## src/design/vec_isa_pkg.sv

```systemverilog
// vector ISA definitions
// instruction formats, opcode tables, unit codes and unit latencies
`default_nettype none

package vec_isa_pkg;

  localparam int VEC_W = 128;

  typedef logic [4:0] vreg_t;

  // VX form, the indexed loads share this layout
  typedef struct packed {
    logic [5:0]  opcd;
    vreg_t       vd;
    vreg_t       va;
    vreg_t       vb;
    logic [10:0] xo;
  } vx_form_t;

  // VA form, third source in bits 21:25
  typedef struct packed {
    logic [5:0] opcd;
    vreg_t      vd;
    vreg_t      va;
    vreg_t      vb;
    vreg_t      vc;
    logic [5:0] xo;
  } va_form_t;

  typedef union packed {
    vx_form_t vx;
    va_form_t va;
  } instr_t;

  typedef enum logic [1:0] {
    UNIT_LOAD   = 2'd0,
    UNIT_PERM   = 2'd1,
    UNIT_SIMPLE = 2'd2,
    UNIT_FLOAT  = 2'd3
  } unit_e;

  localparam logic [5:0] OPC_VECTOR = 6'd4;
  localparam logic [5:0] OPC_EXT    = 6'd31;

  //==============================
  // extended opcodes
  //==============================
  localparam logic [9:0]  XO_LVX     = 10'd103;   // x-form, bits 21:30
  localparam logic [9:0]  XO_LVEBX   = 10'd7;
  localparam logic [10:0] XO_VMRGHB  = 11'd12;
  localparam logic [10:0] XO_VMRGLB  = 11'd268;
  localparam logic [10:0] XO_VPKUHUM = 11'd14;
  localparam logic [10:0] XO_VADDUBM = 11'd0;
  localparam logic [10:0] XO_VSUBUBM = 11'd1024;
  localparam logic [10:0] XO_VAND    = 11'd1028;
  localparam logic [10:0] XO_VADDFP  = 11'd10;
  localparam logic [10:0] XO_VSUBFP  = 11'd74;
  localparam logic [5:0]  XO_VMADDFP = 6'd46;     // va-form

  //==============================
  // latencies, dispatch to result bus
  //==============================
  localparam int LAT_LOAD   = 1;
  localparam int LAT_PERM   = 2;
  localparam int LAT_SIMPLE = 2;
  localparam int LAT_FLOAT  = 4;
  localparam int MAX_LAT    = 4;

  function automatic logic [2:0] unit_lat(unit_e u);
    case (u)
      UNIT_LOAD:   return 3'(LAT_LOAD);
      UNIT_PERM:   return 3'(LAT_PERM);
      UNIT_SIMPLE: return 3'(LAT_SIMPLE);
      default:     return 3'(LAT_FLOAT);
    endcase
  endfunction

endpackage

`default_nettype wire

```

## src/design/vec_pipe_pkg.sv

```systemverilog
// issue pipeline types
// dispatch record, forward select, scoreboard entry and operand buses
`default_nettype none

package vec_pipe_pkg;

  localparam int SB_DEPTH = vec_isa_pkg::MAX_LAT;
  localparam int SB_IDX_W = $clog2(SB_DEPTH);

  typedef struct packed {
    logic               valid;
    vec_isa_pkg::unit_e unit;
    logic [10:0]        op_type;
    vec_isa_pkg::vreg_t src_a;
    vec_isa_pkg::vreg_t src_b;
    vec_isa_pkg::vreg_t src_c;
    logic               rd_a;
    logic               rd_b;
    logic               rd_c;
    vec_isa_pkg::vreg_t target;
  } dispatch_t;

  typedef struct packed {
    logic               fwd_a;
    logic               fwd_b;
    logic               fwd_c;
    vec_isa_pkg::unit_e unit_a;
    vec_isa_pkg::unit_e unit_b;
    vec_isa_pkg::unit_e unit_c;
  } fwd_sel_t;

  typedef struct packed {
    logic               valid;
    vec_isa_pkg::vreg_t target;
    vec_isa_pkg::unit_e unit;
    logic [2:0]         cnt;     // cycles left until the result bus
  } sb_entry_t;

  typedef struct packed {
    logic [vec_isa_pkg::VEC_W-1:0] ld;
    logic [vec_isa_pkg::VEC_W-1:0] perm;
    logic [vec_isa_pkg::VEC_W-1:0] simple;
    logic [vec_isa_pkg::VEC_W-1:0] fp;
  } unit_results_t;

  typedef struct packed {
    logic [vec_isa_pkg::VEC_W-1:0] a;
    logic [vec_isa_pkg::VEC_W-1:0] b;
    logic [vec_isa_pkg::VEC_W-1:0] c;
  } rf_read_t;

  typedef struct packed {
    logic                          valid;
    logic [vec_isa_pkg::VEC_W-1:0] a;
    logic [vec_isa_pkg::VEC_W-1:0] b;
    logic [vec_isa_pkg::VEC_W-1:0] c;
  } operand_bundle_t;

endpackage

`default_nettype wire

```

## src/design/hazard_scoreboard.sv

```systemverilog
// in-flight writer scoreboard
// raw and waw stall detection, forward source selection
`timescale 1ns/1ps
`default_nettype none

module hazard_scoreboard (
  input  logic                    clk,
  input  logic                    rst_n,
  input  vec_pipe_pkg::dispatch_t candidate,
  input  logic                    hold,
  output logic                    busy,
  output vec_pipe_pkg::fwd_sel_t  fwd_sel
);

  import vec_isa_pkg::*;
  import vec_pipe_pkg::*;

  sb_entry_t            entries  [SB_DEPTH];
  vreg_t                src      [3];
  logic                 rd       [3];
  logic                 fwd_hit  [3];
  unit_e                fwd_unit [3];
  logic [2:0]           new_lat;
  logic                 raw_hit;
  logic                 waw_hit;
  logic                 alloc;
  logic                 free_found;
  logic [SB_IDX_W-1:0]  free_idx;
  logic                 dup_found;

  assign src[0]  = candidate.src_a;
  assign src[1]  = candidate.src_b;
  assign src[2]  = candidate.src_c;
  assign rd[0]   = candidate.rd_a;
  assign rd[1]   = candidate.rd_b;
  assign rd[2]   = candidate.rd_c;
  assign new_lat = unit_lat(candidate.unit);

  //==============================
  // hazard compare
  //==============================
  always_comb
  begin
    raw_hit = 1'b0;
    waw_hit = 1'b0;
    for (int j = 0; j < 3; j++)
    begin
      fwd_hit[j]  = 1'b0;
      fwd_unit[j] = UNIT_LOAD;
    end
    for (int i = 0; i < SB_DEPTH; i++)
    begin
      if (entries[i].valid && candidate.valid)
      begin
        for (int j = 0; j < 3; j++)
        begin
          if (rd[j] && src[j] == entries[i].target)
          begin
            if (entries[i].cnt > 3'd1)
              raw_hit = 1'b1;   // result not yet on its bus
            else
            begin
              fwd_hit[j]  = 1'b1;   // bus carries it next cycle
              fwd_unit[j] = entries[i].unit;
            end
          end
        end
        if (entries[i].target == candidate.target && entries[i].cnt >= new_lat)
          waw_hit = 1'b1;
      end
    end
  end

  assign busy  = raw_hit | waw_hit;
  assign alloc = candidate.valid && !hold && !busy;

  // an entry reading 1 retires at this edge and may be reused
  always_comb
  begin
    free_found = 1'b0;
    free_idx   = '0;
    for (int i = SB_DEPTH - 1; i >= 0; i--)
    begin
      if (!entries[i].valid || entries[i].cnt == 3'd1)
      begin
        free_found = 1'b1;
        free_idx   = SB_IDX_W'(i);
      end
    end
  end

  always_comb
  begin
    dup_found = 1'b0;
    for (int i = 0; i < SB_DEPTH; i++)
      for (int k = i + 1; k < SB_DEPTH; k++)
        if (entries[i].valid && entries[k].valid &&
            entries[i].target == entries[k].target && entries[i].cnt == entries[k].cnt)
          dup_found = 1'b1;
  end

  //==============================
  // entry update
  //==============================
  always_ff @(posedge clk)
  begin
    if (!rst_n)
    begin
      for (int i = 0; i < SB_DEPTH; i++)
        entries[i] <= '0;
      fwd_sel <= '0;
    end
    else
    begin
      for (int i = 0; i < SB_DEPTH; i++)
      begin
        if (alloc && free_idx == SB_IDX_W'(i))
          entries[i] <= '{valid: 1'b1, target: candidate.target,
                          unit: candidate.unit, cnt: new_lat};
        else if (entries[i].valid)
        begin
          entries[i].cnt <= entries[i].cnt - 3'd1;
          if (entries[i].cnt == 3'd1)
            entries[i].valid <= 1'b0;
        end
      end
      if (alloc)
        fwd_sel <= '{fwd_a: fwd_hit[0], fwd_b: fwd_hit[1], fwd_c: fwd_hit[2],
                     unit_a: fwd_unit[0], unit_b: fwd_unit[1], unit_c: fwd_unit[2]};
      else
        fwd_sel <= '0;
    end
  end

  a_alloc_has_room : assert property (
    @(posedge clk) disable iff (!rst_n) alloc |-> free_found);

  // writers of one register must retire in distinct cycles
  a_waw_distinct : assert property (
    @(posedge clk) disable iff (!rst_n) !dup_found);

endmodule

`default_nettype wire

```

## src/design/instr_decode_stage.sv

```systemverilog
// instruction classification and register field extraction
// plus the registered dispatch record
`timescale 1ns/1ps
`default_nettype none

module instr_decode_stage (
  input  logic                    clk,
  input  logic                    rst_n,
  input  vec_isa_pkg::instr_t     instr,
  input  logic                    hold,
  input  logic                    busy,
  output vec_pipe_pkg::dispatch_t candidate,
  output logic                    accept,
  output logic                    valid_op,
  output vec_pipe_pkg::dispatch_t dispatch
);

  import vec_isa_pkg::*;

  logic is_vec;
  logic is_load;
  logic is_perm;
  logic is_simple;
  logic is_madd;
  logic is_float;

  //==============================
  // predecode
  //==============================
  assign is_vec    = (instr.vx.opcd == OPC_VECTOR);
  assign is_load   = (instr.vx.opcd == OPC_EXT) &&
                     (instr.vx.xo[10:1] == XO_LVX || instr.vx.xo[10:1] == XO_LVEBX);
  assign is_perm   = is_vec && (instr.vx.xo == XO_VMRGHB || instr.vx.xo == XO_VMRGLB ||
                                instr.vx.xo == XO_VPKUHUM);
  assign is_simple = is_vec && (instr.vx.xo == XO_VADDUBM || instr.vx.xo == XO_VSUBUBM ||
                                instr.vx.xo == XO_VAND);
  assign is_madd   = is_vec && (instr.va.xo == XO_VMADDFP);
  assign is_float  = is_madd ||
                     (is_vec && (instr.vx.xo == XO_VADDFP || instr.vx.xo == XO_VSUBFP));

  always_comb
  begin
    candidate.valid  = is_load | is_perm | is_simple | is_float;
    if (is_load)
      candidate.unit = UNIT_LOAD;
    else if (is_perm)
      candidate.unit = UNIT_PERM;
    else if (is_simple)
      candidate.unit = UNIT_SIMPLE;
    else
      candidate.unit = UNIT_FLOAT;
    if (is_madd)
      candidate.op_type = {5'd0, instr.va.xo};
    else if (is_load)
      candidate.op_type = {1'b0, instr.vx.xo[10:1]};
    else
      candidate.op_type = instr.vx.xo;
    candidate.src_a  = instr.vx.va;
    candidate.src_b  = instr.vx.vb;
    candidate.src_c  = instr.va.vc;
    candidate.rd_a   = is_perm | is_simple | is_float;   // loads read no vector regs
    candidate.rd_b   = is_perm | is_simple | is_float;
    candidate.rd_c   = is_madd;
    candidate.target = instr.vx.vd;
  end

  assign valid_op = candidate.valid;
  assign accept   = candidate.valid && !hold && !busy;

  always_ff @(posedge clk)
  begin
    if (!rst_n)
      dispatch.valid <= 1'b0;
    else if (accept)
      dispatch <= candidate;
    else
      dispatch.valid <= 1'b0;   // one-cycle strobe
  end

  a_hold_blocks_dispatch : assert property (
    @(posedge clk) disable iff (!rst_n) hold |=> !dispatch.valid);

endmodule

`default_nettype wire

```

## src/design/operand_forward.sv

```systemverilog
// one source operand register
// picks a unit result bus, the register file word or zero
`timescale 1ns/1ps
`default_nettype none

module operand_forward (
  input  logic                          clk,
  input  logic                          rst_n,
  input  logic                          rd_en,
  input  logic                          fwd,
  input  vec_isa_pkg::unit_e            fwd_unit,
  input  vec_pipe_pkg::unit_results_t   unit_results,
  input  logic [vec_isa_pkg::VEC_W-1:0] rf_word,
  output logic [vec_isa_pkg::VEC_W-1:0] operand
);

  import vec_isa_pkg::*;

  logic [VEC_W-1:0] bus_word;

  always_comb
  begin
    case (fwd_unit)
      UNIT_LOAD:   bus_word = unit_results.ld;
      UNIT_PERM:   bus_word = unit_results.perm;
      UNIT_SIMPLE: bus_word = unit_results.simple;
      default:     bus_word = unit_results.fp;
    endcase
  end

  always_ff @(posedge clk)
  begin
    if (fwd)
      operand <= bus_word;   // result arrives this cycle
    else if (rd_en)
      operand <= rf_word;
    else
      operand <= '0;
  end

  // scoreboard flags only sources that the decoder enabled
  a_fwd_needs_read : assert property (
    @(posedge clk) disable iff (!rst_n) fwd |-> rd_en);

endmodule

`default_nettype wire

```

## src/design/vec_issue_top.sv

```systemverilog
// vector issue front end
// decode, hazard scoreboard and three operand selectors
`timescale 1ns/1ps
`default_nettype none

module vec_issue_top (
  input  logic                          clk,
  input  logic                          rst_n,
  input  vec_isa_pkg::instr_t           instr,
  input  logic                          hold,
  input  vec_pipe_pkg::unit_results_t   unit_results,
  input  vec_pipe_pkg::rf_read_t        rf_data,
  output logic                          valid_op,
  output logic                          busy,
  output vec_pipe_pkg::dispatch_t       dispatch,
  output vec_pipe_pkg::operand_bundle_t operands
);

  import vec_isa_pkg::*;
  import vec_pipe_pkg::*;

  dispatch_t        candidate;
  fwd_sel_t         fwd_sel;
  logic [VEC_W-1:0] op_a;
  logic [VEC_W-1:0] op_b;
  logic [VEC_W-1:0] op_c;
  logic             ops_valid;

  instr_decode_stage u_decode (
    .clk       (clk),
    .rst_n     (rst_n),
    .instr     (instr),
    .hold      (hold),
    .busy      (busy),
    .candidate (candidate),
    .accept    (),
    .valid_op  (valid_op),
    .dispatch  (dispatch)
  );

  hazard_scoreboard u_scoreboard (
    .clk       (clk),
    .rst_n     (rst_n),
    .candidate (candidate),
    .hold      (hold),
    .busy      (busy),
    .fwd_sel   (fwd_sel)
  );

  //==============================
  // operand stage one cycle behind dispatch
  //==============================
  operand_forward u_fwd_a (
    .clk          (clk),
    .rst_n        (rst_n),
    .rd_en        (dispatch.valid & dispatch.rd_a),
    .fwd          (fwd_sel.fwd_a),
    .fwd_unit     (fwd_sel.unit_a),
    .unit_results (unit_results),
    .rf_word      (rf_data.a),
    .operand      (op_a)
  );

  operand_forward u_fwd_b (
    .clk          (clk),
    .rst_n        (rst_n),
    .rd_en        (dispatch.valid & dispatch.rd_b),
    .fwd          (fwd_sel.fwd_b),
    .fwd_unit     (fwd_sel.unit_b),
    .unit_results (unit_results),
    .rf_word      (rf_data.b),
    .operand      (op_b)
  );

  operand_forward u_fwd_c (
    .clk          (clk),
    .rst_n        (rst_n),
    .rd_en        (dispatch.valid & dispatch.rd_c),
    .fwd          (fwd_sel.fwd_c),
    .fwd_unit     (fwd_sel.unit_c),
    .unit_results (unit_results),
    .rf_word      (rf_data.c),
    .operand      (op_c)
  );

  always_ff @(posedge clk)
  begin
    if (!rst_n)
      ops_valid <= 1'b0;
    else
      ops_valid <= dispatch.valid;
  end

  assign operands = '{valid: ops_valid, a: op_a, b: op_b, c: op_c};

endmodule

`default_nettype wire

```

## config.mk

```make
export PLATFORM = sky130hd
export DESIGN_NAME = vec_issue_top
export DESIGN_NICKNAME = d
export VERILOG_FILES = /design/src/design/vec_isa_pkg.sv /design/src/design/vec_pipe_pkg.sv /design/src/design/hazard_scoreboard.sv /design/src/design/instr_decode_stage.sv /design/src/design/operand_forward.sv /design/src/design/vec_issue_top.sv
export SDC_FILE = /design/constraint.sdc
export NUM_CORES = 1
export LEC_CHECK = 0
export BUFFER_PORTS_ARGS = -buffer_cell sky130_fd_sc_hd__buf_2
export CAP_MARGIN = 30
export CORE_AREA = 2 2 531 533
export DETAILED_ROUTE_END_ITERATION = 16
export DIE_AREA = 0 0 533 535
export GPL_ROUTABILITY_DRIVEN = 1
export PLACE_DENSITY_LB_ADDON = 0.15
export SYNTH_ARGS = -nofsm -noshare
export SYNTH_HDL_FRONTEND = slang
export SYNTH_SLANG_ARGS = --single-unit
```

## constraint.sdc

```tcl
create_clock -name clk -period 6.5 [get_ports clk]
set_clock_uncertainty 0.05 [all_clocks]
set_input_delay 0.325 -clock clk [delete_from_list [all_inputs] [get_ports clk]]
set_output_delay 0.325 -clock clk [all_outputs]
set_load 0.01 [all_outputs]
```

==> metrics.md, run 1 <==
| Metric | Value |
|---|---|
| Final Worst Setup Slack | 1.17 ns |
| H-tree level count | 3 |
| Area growth syn-to-layout | 78.7% |
| Met3 WL | 20.9 mm |
| Clk root buf | clkbuf_16 |
| Syn Area/Cell | 14.1 µm² |
| Worst-Margin Slew | 1.20 ns |
| Worst path required time | ~6 ns |
| HP Start | unit_results[88] |
| Antenna violations before repair | 245 |
| Final period util | between 80 and 90% |
| DR WL/cell | 31.9 µm |
| Core area | between 200,000 and 300,000 µm² |
| Max Fclk | around 0.19 GHz |
| Main synth FF type | dfxtp_1 |
| CTS tree | yes |
| R2r setup slk | 3.18 ns |
| Synth Net Count | between 2,000 and 3,000 |
| Die height | between 500 and 600 µm |
| Final WL | 243 mm |
| Number of routed nets with antenna violations | 0 |
| Commonest cells after routing, fill and taps aside | buf_2 (1,354), dlygate4sd3_1 (665), dfxtp_1 (386) |
| Fin. Hold Viols | 0 |
| Yosys reg bits | about 470 |
| CP startpoint kind | input port |
| Total CTS buffers | between 70 and 80 |
| Post-cts repair resize count | 0 |
| I/O Buffers | 1,354 |
| Worst-Skew Late Latency | between 0.7 and 0.8 ns |
| Hold depth | 3 |
| Post-CTS Setup Repair Bufs | 0 |
| Starting Density | about a tenth |
| Share of cells above drive strength 1 | ~50% |
| Mapped Cells | 1,841 |
| PD cells | 182 nW/µm² |
| Worst-path clk slew | 0.05 ns |
| Final Max Tran Viols | 0 |
| GRT Total Usage | approximately 16% |
| Part of the Yosys area used for sequential elements | about two fifths |
| Drt initial violations | approximately 1,600 |
| Post-route DRC violation count | 0 |
| FP Rows | 194 |
| Detailed Routing Iterations Pass 1 | 5 |
| Total power | between 8 and 9 mW |
| Status | finished clean |
| HPWL Detailed | between 150 and 200 mm |
| EDFF count, synth | 79 |
| Die Wd | 533 µm |
| R2R cell count | 6 |
| Relative slew slack | about a fifth |
| CP endpoint kind | output pin |
| WHS Endpoint | u_fwd_c.operand[88] |
| RSZ-0062 raised after global routing | false |
| Most common cell after layout, fill and taps aside | buf_2 |
| Clock buffer depth | 4 |
| Yosys warns | 0 |
| Metal-1 WL | slightly above 100 mm |
| Synth Cell Area | between 20,000 and 30,000 µm² |
| First-pass GRT wire length | approximately 310 mm |
| Top Layer Used | met5 |
| HP Class | input port to flop |
| Vias/cell | approximately 3.7 |
| Vias in the first global route | 28,700 |
| Crit Path Category | input port to output pin |
| Vias | ~28,000 |
| CP arrival | 4.96 ns |
| Setup tns final | 0 ns |
| Largest net degree at the start of global routing | between 70 and 80 |
| GPL Wtd Cong | roughly 0.9 |
| CP Max Fanout | 11 |
| Total congestion overflow | 0 |
| Clock Sinks | 474 |
| Worst flop-to-flop path startpoint | u_decode.dispatch[7] |
| Minimum clock period | 5.34 ns |
| Max cap viols | 0 |
| Leak | about 19 nW |
| Length of routed met2 wiring | 112 mm |
| Async S/R FF share, synth | 0% |
| DIE AREA | ~290,000 µm² |
| Fin util | between 10% and 20% |
| Max VDD drop | around 0.14 mV |
| Hold buffer count at cts | around 670 |
| Setup WS pre-CTS | 1.19 ns |
| Reg2reg end | u_fwd_a.operand[55] |
| Yosys cell types | 66 |
| Final setup violation count | 0 |
| Io pins | roughly 1,400 |
| Nets | 4,730 |
kinds of logic (layout without fill, tap and decap cells):
kind of cell	Yosys count	in the layout	synth area share, %
DFF	474	474	39.6
AOI/OAI and AO/OA	450	450	15.0
muxes	395	395	33.8
buffers and inverters	230	2216	3.50
and+or+nand+nor	185	185	4.27
xor gates and xnor gates	85	85	2.87
adders and majority gates	22	22	1.06
other	0	77	0
power by group:
group          switching [mW]  leakage (nW)  internal [mW]  total (mW)
sequential             0.0256          3.96           2.99        3.02
combinational           0.502          14.0          0.572        1.07
clock                    1.78          1.19           2.57        4.35
total                    2.30          19.1           6.13        8.44
cell type report:
type                       count  area, µm²
clock buffer                 102       2120
multi-input combinational   1137      14800
sequential                   474      10300
inverter                      32        120
timing repair buffer        2055      13800
clock inverter                27        352
fill                       31300     232000
tap                         3724       4660
antenna                       77        193
synth_stat cells (3+ instances only):
| cell | number | area (µm²) |
|---|---|---|
| mux2i_1 | 6 | 60.1 |
| buf_1 | 50 | 188 |
| a21oi_1 | 9 | 45.0 |
| a221oi_1 | 3 | 26.3 |
| a2111oi_0 | 3 | 26.3 |
| nand2_1 | 26 | 97.6 |
| nand3_1 | 23 | 115 |
| mux4_2 | 384 | 8650 |
| buf_4 | 5 | 37.5 |
| o2bb2ai_1 | 9 | 78.8 |
| buf_2 | 10 | 50.1 |
| and3_1 | 16 | 100 |
| or3_1 | 4 | 25.0 |
| clkbuf_1 | 131 | 492 |
| a22o_1 | 384 | 3360 |
| nor2b_1 | 5 | 31.3 |
| o21bai_1 | 3 | 22.5 |
| a211oi_1 | 3 | 22.5 |
| o21ai_0 | 7 | 35.0 |
| nor4_1 | 6 | 37.5 |
| edfxtp_1 | 79 | 2370 |
| mux2_2 | 5 | 56.3 |
| xor2_1 | 35 | 307 |
| nand2b_1 | 7 | 43.8 |
| and4_1 | 3 | 26.3 |
| nand3b_1 | 6 | 45.0 |
| inv_1 | 31 | 116 |
| and2_1 | 23 | 144 |
| o211ai_1 | 3 | 22.5 |
| dfxtp_1 | 395 | 7910 |
| nor2_1 | 21 | 78.8 |
| a31oi_1 | 6 | 37.5 |
| nor3_1 | 16 | 80.1 |
| xnor2_1 | 50 | 438 |
| nand4_1 | 10 | 62.6 |
| ha_1 | 22 | 275 |
| a21o_1 | 6 | 45.0 |
worst max path at each step:
stage / end / from / slack [ns] / cells after the start
floorplan: u_decode.dispatch[0] / instr[9] / 1.78 / 18
global placement: u_scoreboard.entries[0][9] / instr[31] / 1.23 / 18
detailed placement: u_scoreboard.entries[0][9] / instr[31] / 1.19 / 18
CTS: busy / instr[9] / 1.16 / 20
global route: busy / instr[10] / 0.84 / 19
finish: busy / instr[9] / 1.17 / 20
routing by layer:
metal	up-vias	track usage (%)
met4	104	4.00
met1	14200	20.6
met3	492	5.67
met2	1582	26.8
met5	-	0
li1	11600	-
stage by stage:
| stage | instances | hold WS (ns) | cell area (µm²) |
|---|---|---|---|
| CTS | 7551 | 0.000514 | 46200 |
| global placement | 6757 | 0.491 | 37100 |
| detailed placement | 6757 | 0.492 | 37100 |
| finish | 7628 | 0.0708 | 46400 |
| global route | 7588 | 0.0328 | 46300 |
| floorplan | 1841 | 0.374 | 26000 |
state kept, by name (all words and copies together) (netlist names):
signal / count
u_scoreboard.fwd_sel: 9
u_decode.dispatch: 36
u_fwd_a.operand: 128
u_fwd_b.operand: 128
u_scoreboard.entries: 44
ops_valid: 1
u_fwd_c.operand: 128
worst max-delay path: stages:
cell and delay [ns]:
dlygate4sd3_1 0.58, buf_2 0.22, or2_4 0.30, nor4b_4 0.35, nand4_1 0.13, buf_4 0.21
nand2_1 0.26, inv_1 0.15, ha_1 0.35, inv_1 0.20, ha_1 0.27, a21o_1 0.16
a31oi_1 0.19, nor4_1 0.11, nor4_1 0.29, buf_4 0.18, a21o_1 0.08, o21ai_1 0.18
a21o_1 0.26, buf_2 0.15
No activity file was read; power rests on OpenSTA's default activity.
==> run 2: changes to the inputs <==
==> constraint.sdc (replaced) <==
create_clock -name clk -period 5.3 [get_ports clk]
set_clock_uncertainty 0.05 [all_clocks]
set_input_delay 0.265 -clock clk [delete_from_list [all_inputs] [get_ports clk]]
set_output_delay 0.265 -clock clk [all_outputs]
set_load 0.01 [all_outputs]
==> run 2 against run 1 <==
- routed wire length shrank 0.23%
- utilization grew 0.36 points
- critical endpoint unchanged
- largest cell class is now non-clock buffers
- register-to-register slack lost 1.1 ns
- power grew 23%
==> metrics.md, run 2 (same netlist as run 1, synthesis figures left out) <==
| Metric | Value |
|---|---|
| Io pins | 1,355 (unchanged) |
| Placed Cells | 6,795 (+0.56%) |
| FP Rows | 194 (unchanged) |
| Total CTS buffers | 78 (+1.3%) |
| HP Class | input port to flop |
| Antenna violations before repair | 251 (+2.4%) |
| PD cells | 218 nW/µm² (+20%) |
| CP max stage delay | 0.61 ns (+0.03 ns) |
| Cell area after layout | 47,400 µm² (+2.1%) |
| CP Max Fanout | 4 (-7) |
| Share of cells above drive strength 1 | 50.1% (-0.13 points) |
| Filler cells | 31,200 (-0.25%) |
| Clk root buf | clkbuf_16 |
| Vias | 28,300 (+1.2%) |
| DR WL/cell | 31.4 µm (-1.4%) |
| Crit-path cells | dlygate4sd3_1 > buf_2 > nor2b_1 > nor4b_4 > nand4_1 > nand2_1 > buf_4 > inv_1 > ha_1 > inv_1 > ha_1 > a21o_1 > a31oi_1 > nor4_1 > nor4_1 > buf_4 > buf_4 > a21o_1 > o21ai_1 > buf_4 > a21o_1 > buf_2 |
| Max Fclk | roughly 0.21 GHz |
| I/O Buffers | 1,354 (unchanged) |
| H-tree level count | 3 (unchanged) |
| CP startpoint kind | input port |
| Setup tns final | 0 ns (unchanged) |
| Drt initial violations | 1,878 (+19%) |
| GPL Wtd Cong | 0.895 (-0.18%) |
| CP endpoint kind | output pin |
| Worst-Skew Late Latency | 0.79 ns (+0.02 ns) |
| Vias/cell | 3.67 (about the same) |
| Nets | 4,828 (+2.1%) |
| Final period util | about nine tenths |
| Register cell area after layout | 10,300 µm² (unchanged) |
| Total congestion overflow | 0 (unchanged) |
| Switch share | 27.0% (-0.32 points) |
| Total power | 10.3 mW (+23%) |
| Most common cell after layout, fill and taps aside | buf_2 |
| CP arrival | 4.53 ns (-0.43 ns) |
| R2R cell count | 5 (-1) |
| Multi-input gate area | 14,800 µm² (about the same) |
| DIE AREA | 285,000 µm² (unchanged) |
| Final setup violation count | 0 (unchanged) |
| Die height | 535 µm (unchanged) |
| Fin. Hold Viols | 0 (unchanged) |
| Sequential power share | 35.7% (about the same) |
| Cell depth of the worst setup path | 22 (+10%) |
| Relative slew slack | 35.1% (+15 points) |
| Die Wd | 533 µm (unchanged) |
| Hold depth | 3 (unchanged) |
| Leak | 19.8 nW (+3.4%) |
| Starting Density | 9.31% (unchanged) |
| GRT Total Usage | 16.4% (-0.030 points) |
| Final Max Tran Viols | 0 (unchanged) |
| Fin util | 17.0% (+0.36 points) |
| Vias in the first global route | 29,000 (+1.0%) |
| Most Frequent Cell on Critical Path | buf_4 |
| Biggest regs | u_fwd_a.operand: 128 flops, u_fwd_b.operand: 128 flops, u_fwd_c.operand: 128 flops |
| Final WL | 243 mm (-0.23%) |
| Number of routed nets with antenna violations | 0 (unchanged) |
| Final Worst Setup Slack | 0.456 ns (-0.709 ns) |
| Post-CTS Setup Repair Bufs | 0 (unchanged) |
| Core area | 279,000 µm² (unchanged) |
| Largest net degree at the start of global routing | 93 (+18%) |
| Worst path slowest cell | dlygate4sd3_1 |
| Worst-path clk slew | 0.06 ns (about the same) |
| Max VDD drop | 0.181 mV (+28%) |
| Max cap viols | 0 (unchanged) |
| Setup WS pre-CTS | 0.904 ns (-0.286 ns) |
| Clock buffer depth | 4 (unchanged) |
| CP bufs+invs | 9 (+2) |
| Logic gate share of total power | 12.7% (about the same) |
| First-pass GRT wire length | 307 mm (-0.31%) |
| Detailed Routing Iterations Pass 1 | 5 (unchanged) |
| Critical path's top delay family | buffers and inverters |
| Worst-Margin Slew | 0.973 ns (-0.227 ns) |
| Post-route DRC violation count | 0 (unchanged) |
| Min Hold Slack | 0.0461 ns (-0.0247 ns) |
| Final std cells w/o fill | 7,719 (+1.2%) |
| Status | finished clean |
| Worst path required time | 4.99 ns (-1.13 ns) |
| Crit Path Category | input port to output pin |
| Dpl cell area | 37,500 µm² (+1.1%) |
| Minimum clock period | ~4.8 ns |
| Clock Sinks | 474 (unchanged) |
| CTS tree | yes |
| Clock power frac | 51.6% (about the same) |
| Commonest cells after routing, fill and taps aside | buf_2 (1,354), dlygate4sd3_1 (723), dfxtp_1 (386) |
| Net Sw Power | 2.79 mW (+21%) |
| Area growth syn-to-layout | 82.5% |
| Int Power | 7.56 mW (+23%) |
| RSZ-0062 raised after global routing | false |
| HPWL Detailed | 199 mm (-0.17%) |
## run 2: cell count changes in the layout (fill, tap and decap cells not counted), moves of 2 or more
| cell | change |
|---|---|
| dlygate4sd3_1 | +58 |
| clkinv_1 | -2 |
| clkbuf_1 | -3 |
| clkinvlp_4 | -2 |
| buf_4 | +29 |
| diode_2 | -7 |
| buf_12 | +9 |
| clkinv_2 | +2 |
| clkinv_4 | +5 |
| clkbuf_8 | +4 |
| inv_6 | -3 |
## run 2: worst paths after layout
check,from,endpoint,slack [ns]
max reg2reg,u_scoreboard.fwd_sel[2],u_fwd_b.operand[88],2.10
min,unit_results[173],u_fwd_b.operand[45],0.05
min reg2reg,u_decode.dispatch[36],ops_valid,0.54
max,instr[1],busy,0.46
## run 2: power by group through the flow
stage / Combinational, mW / Sequential, mW / Clock (mW)
after floorplan: 0.343 / 3.76 / 0
after global placement: 1.05 / 3.78 / 0
after detailed placement: 1.05 / 3.78 / 0
after CTS: 1.34 / 3.70 / 5.58
after global routing: 1.41 / 3.70 / 5.68
final: 1.32 / 3.70 / 5.34
## run 2: per-layer routing
metal | up-vias | track usage, % | routed length [µm]
met5 | - | 0 | 819
met4 | 124 | 3.35 | 6420
met3 | 484 | 5.93 | 21200
met2 | 1561 | 27.3 | 113000
met1 | 14300 | 20.2 | 101000
li1 | 11800 | - | -
## run 2: final cells by class
class                      instances  share of cell area, %
clock inverter                    26                  0.668
timing repair buffer            2152                   31.3
clock buffer                     104                   4.62
tap                             3724                   9.83
inverter                          32                  0.253
sequential                       474                   21.8
antenna                           70                  0.370
multi-input combinational       1137                   31.2
## run 2: tightest hold or removal path, stage by stage
cell and delay [ns]:
buf_2 0.09, mux4_2 0.32, a22o_1 0.16
## run 2: timing repair
item,in CTS,in global routing
endpoints found under the hold margin,431,0
gates resized for setup,0,0
hold buffers,723,0
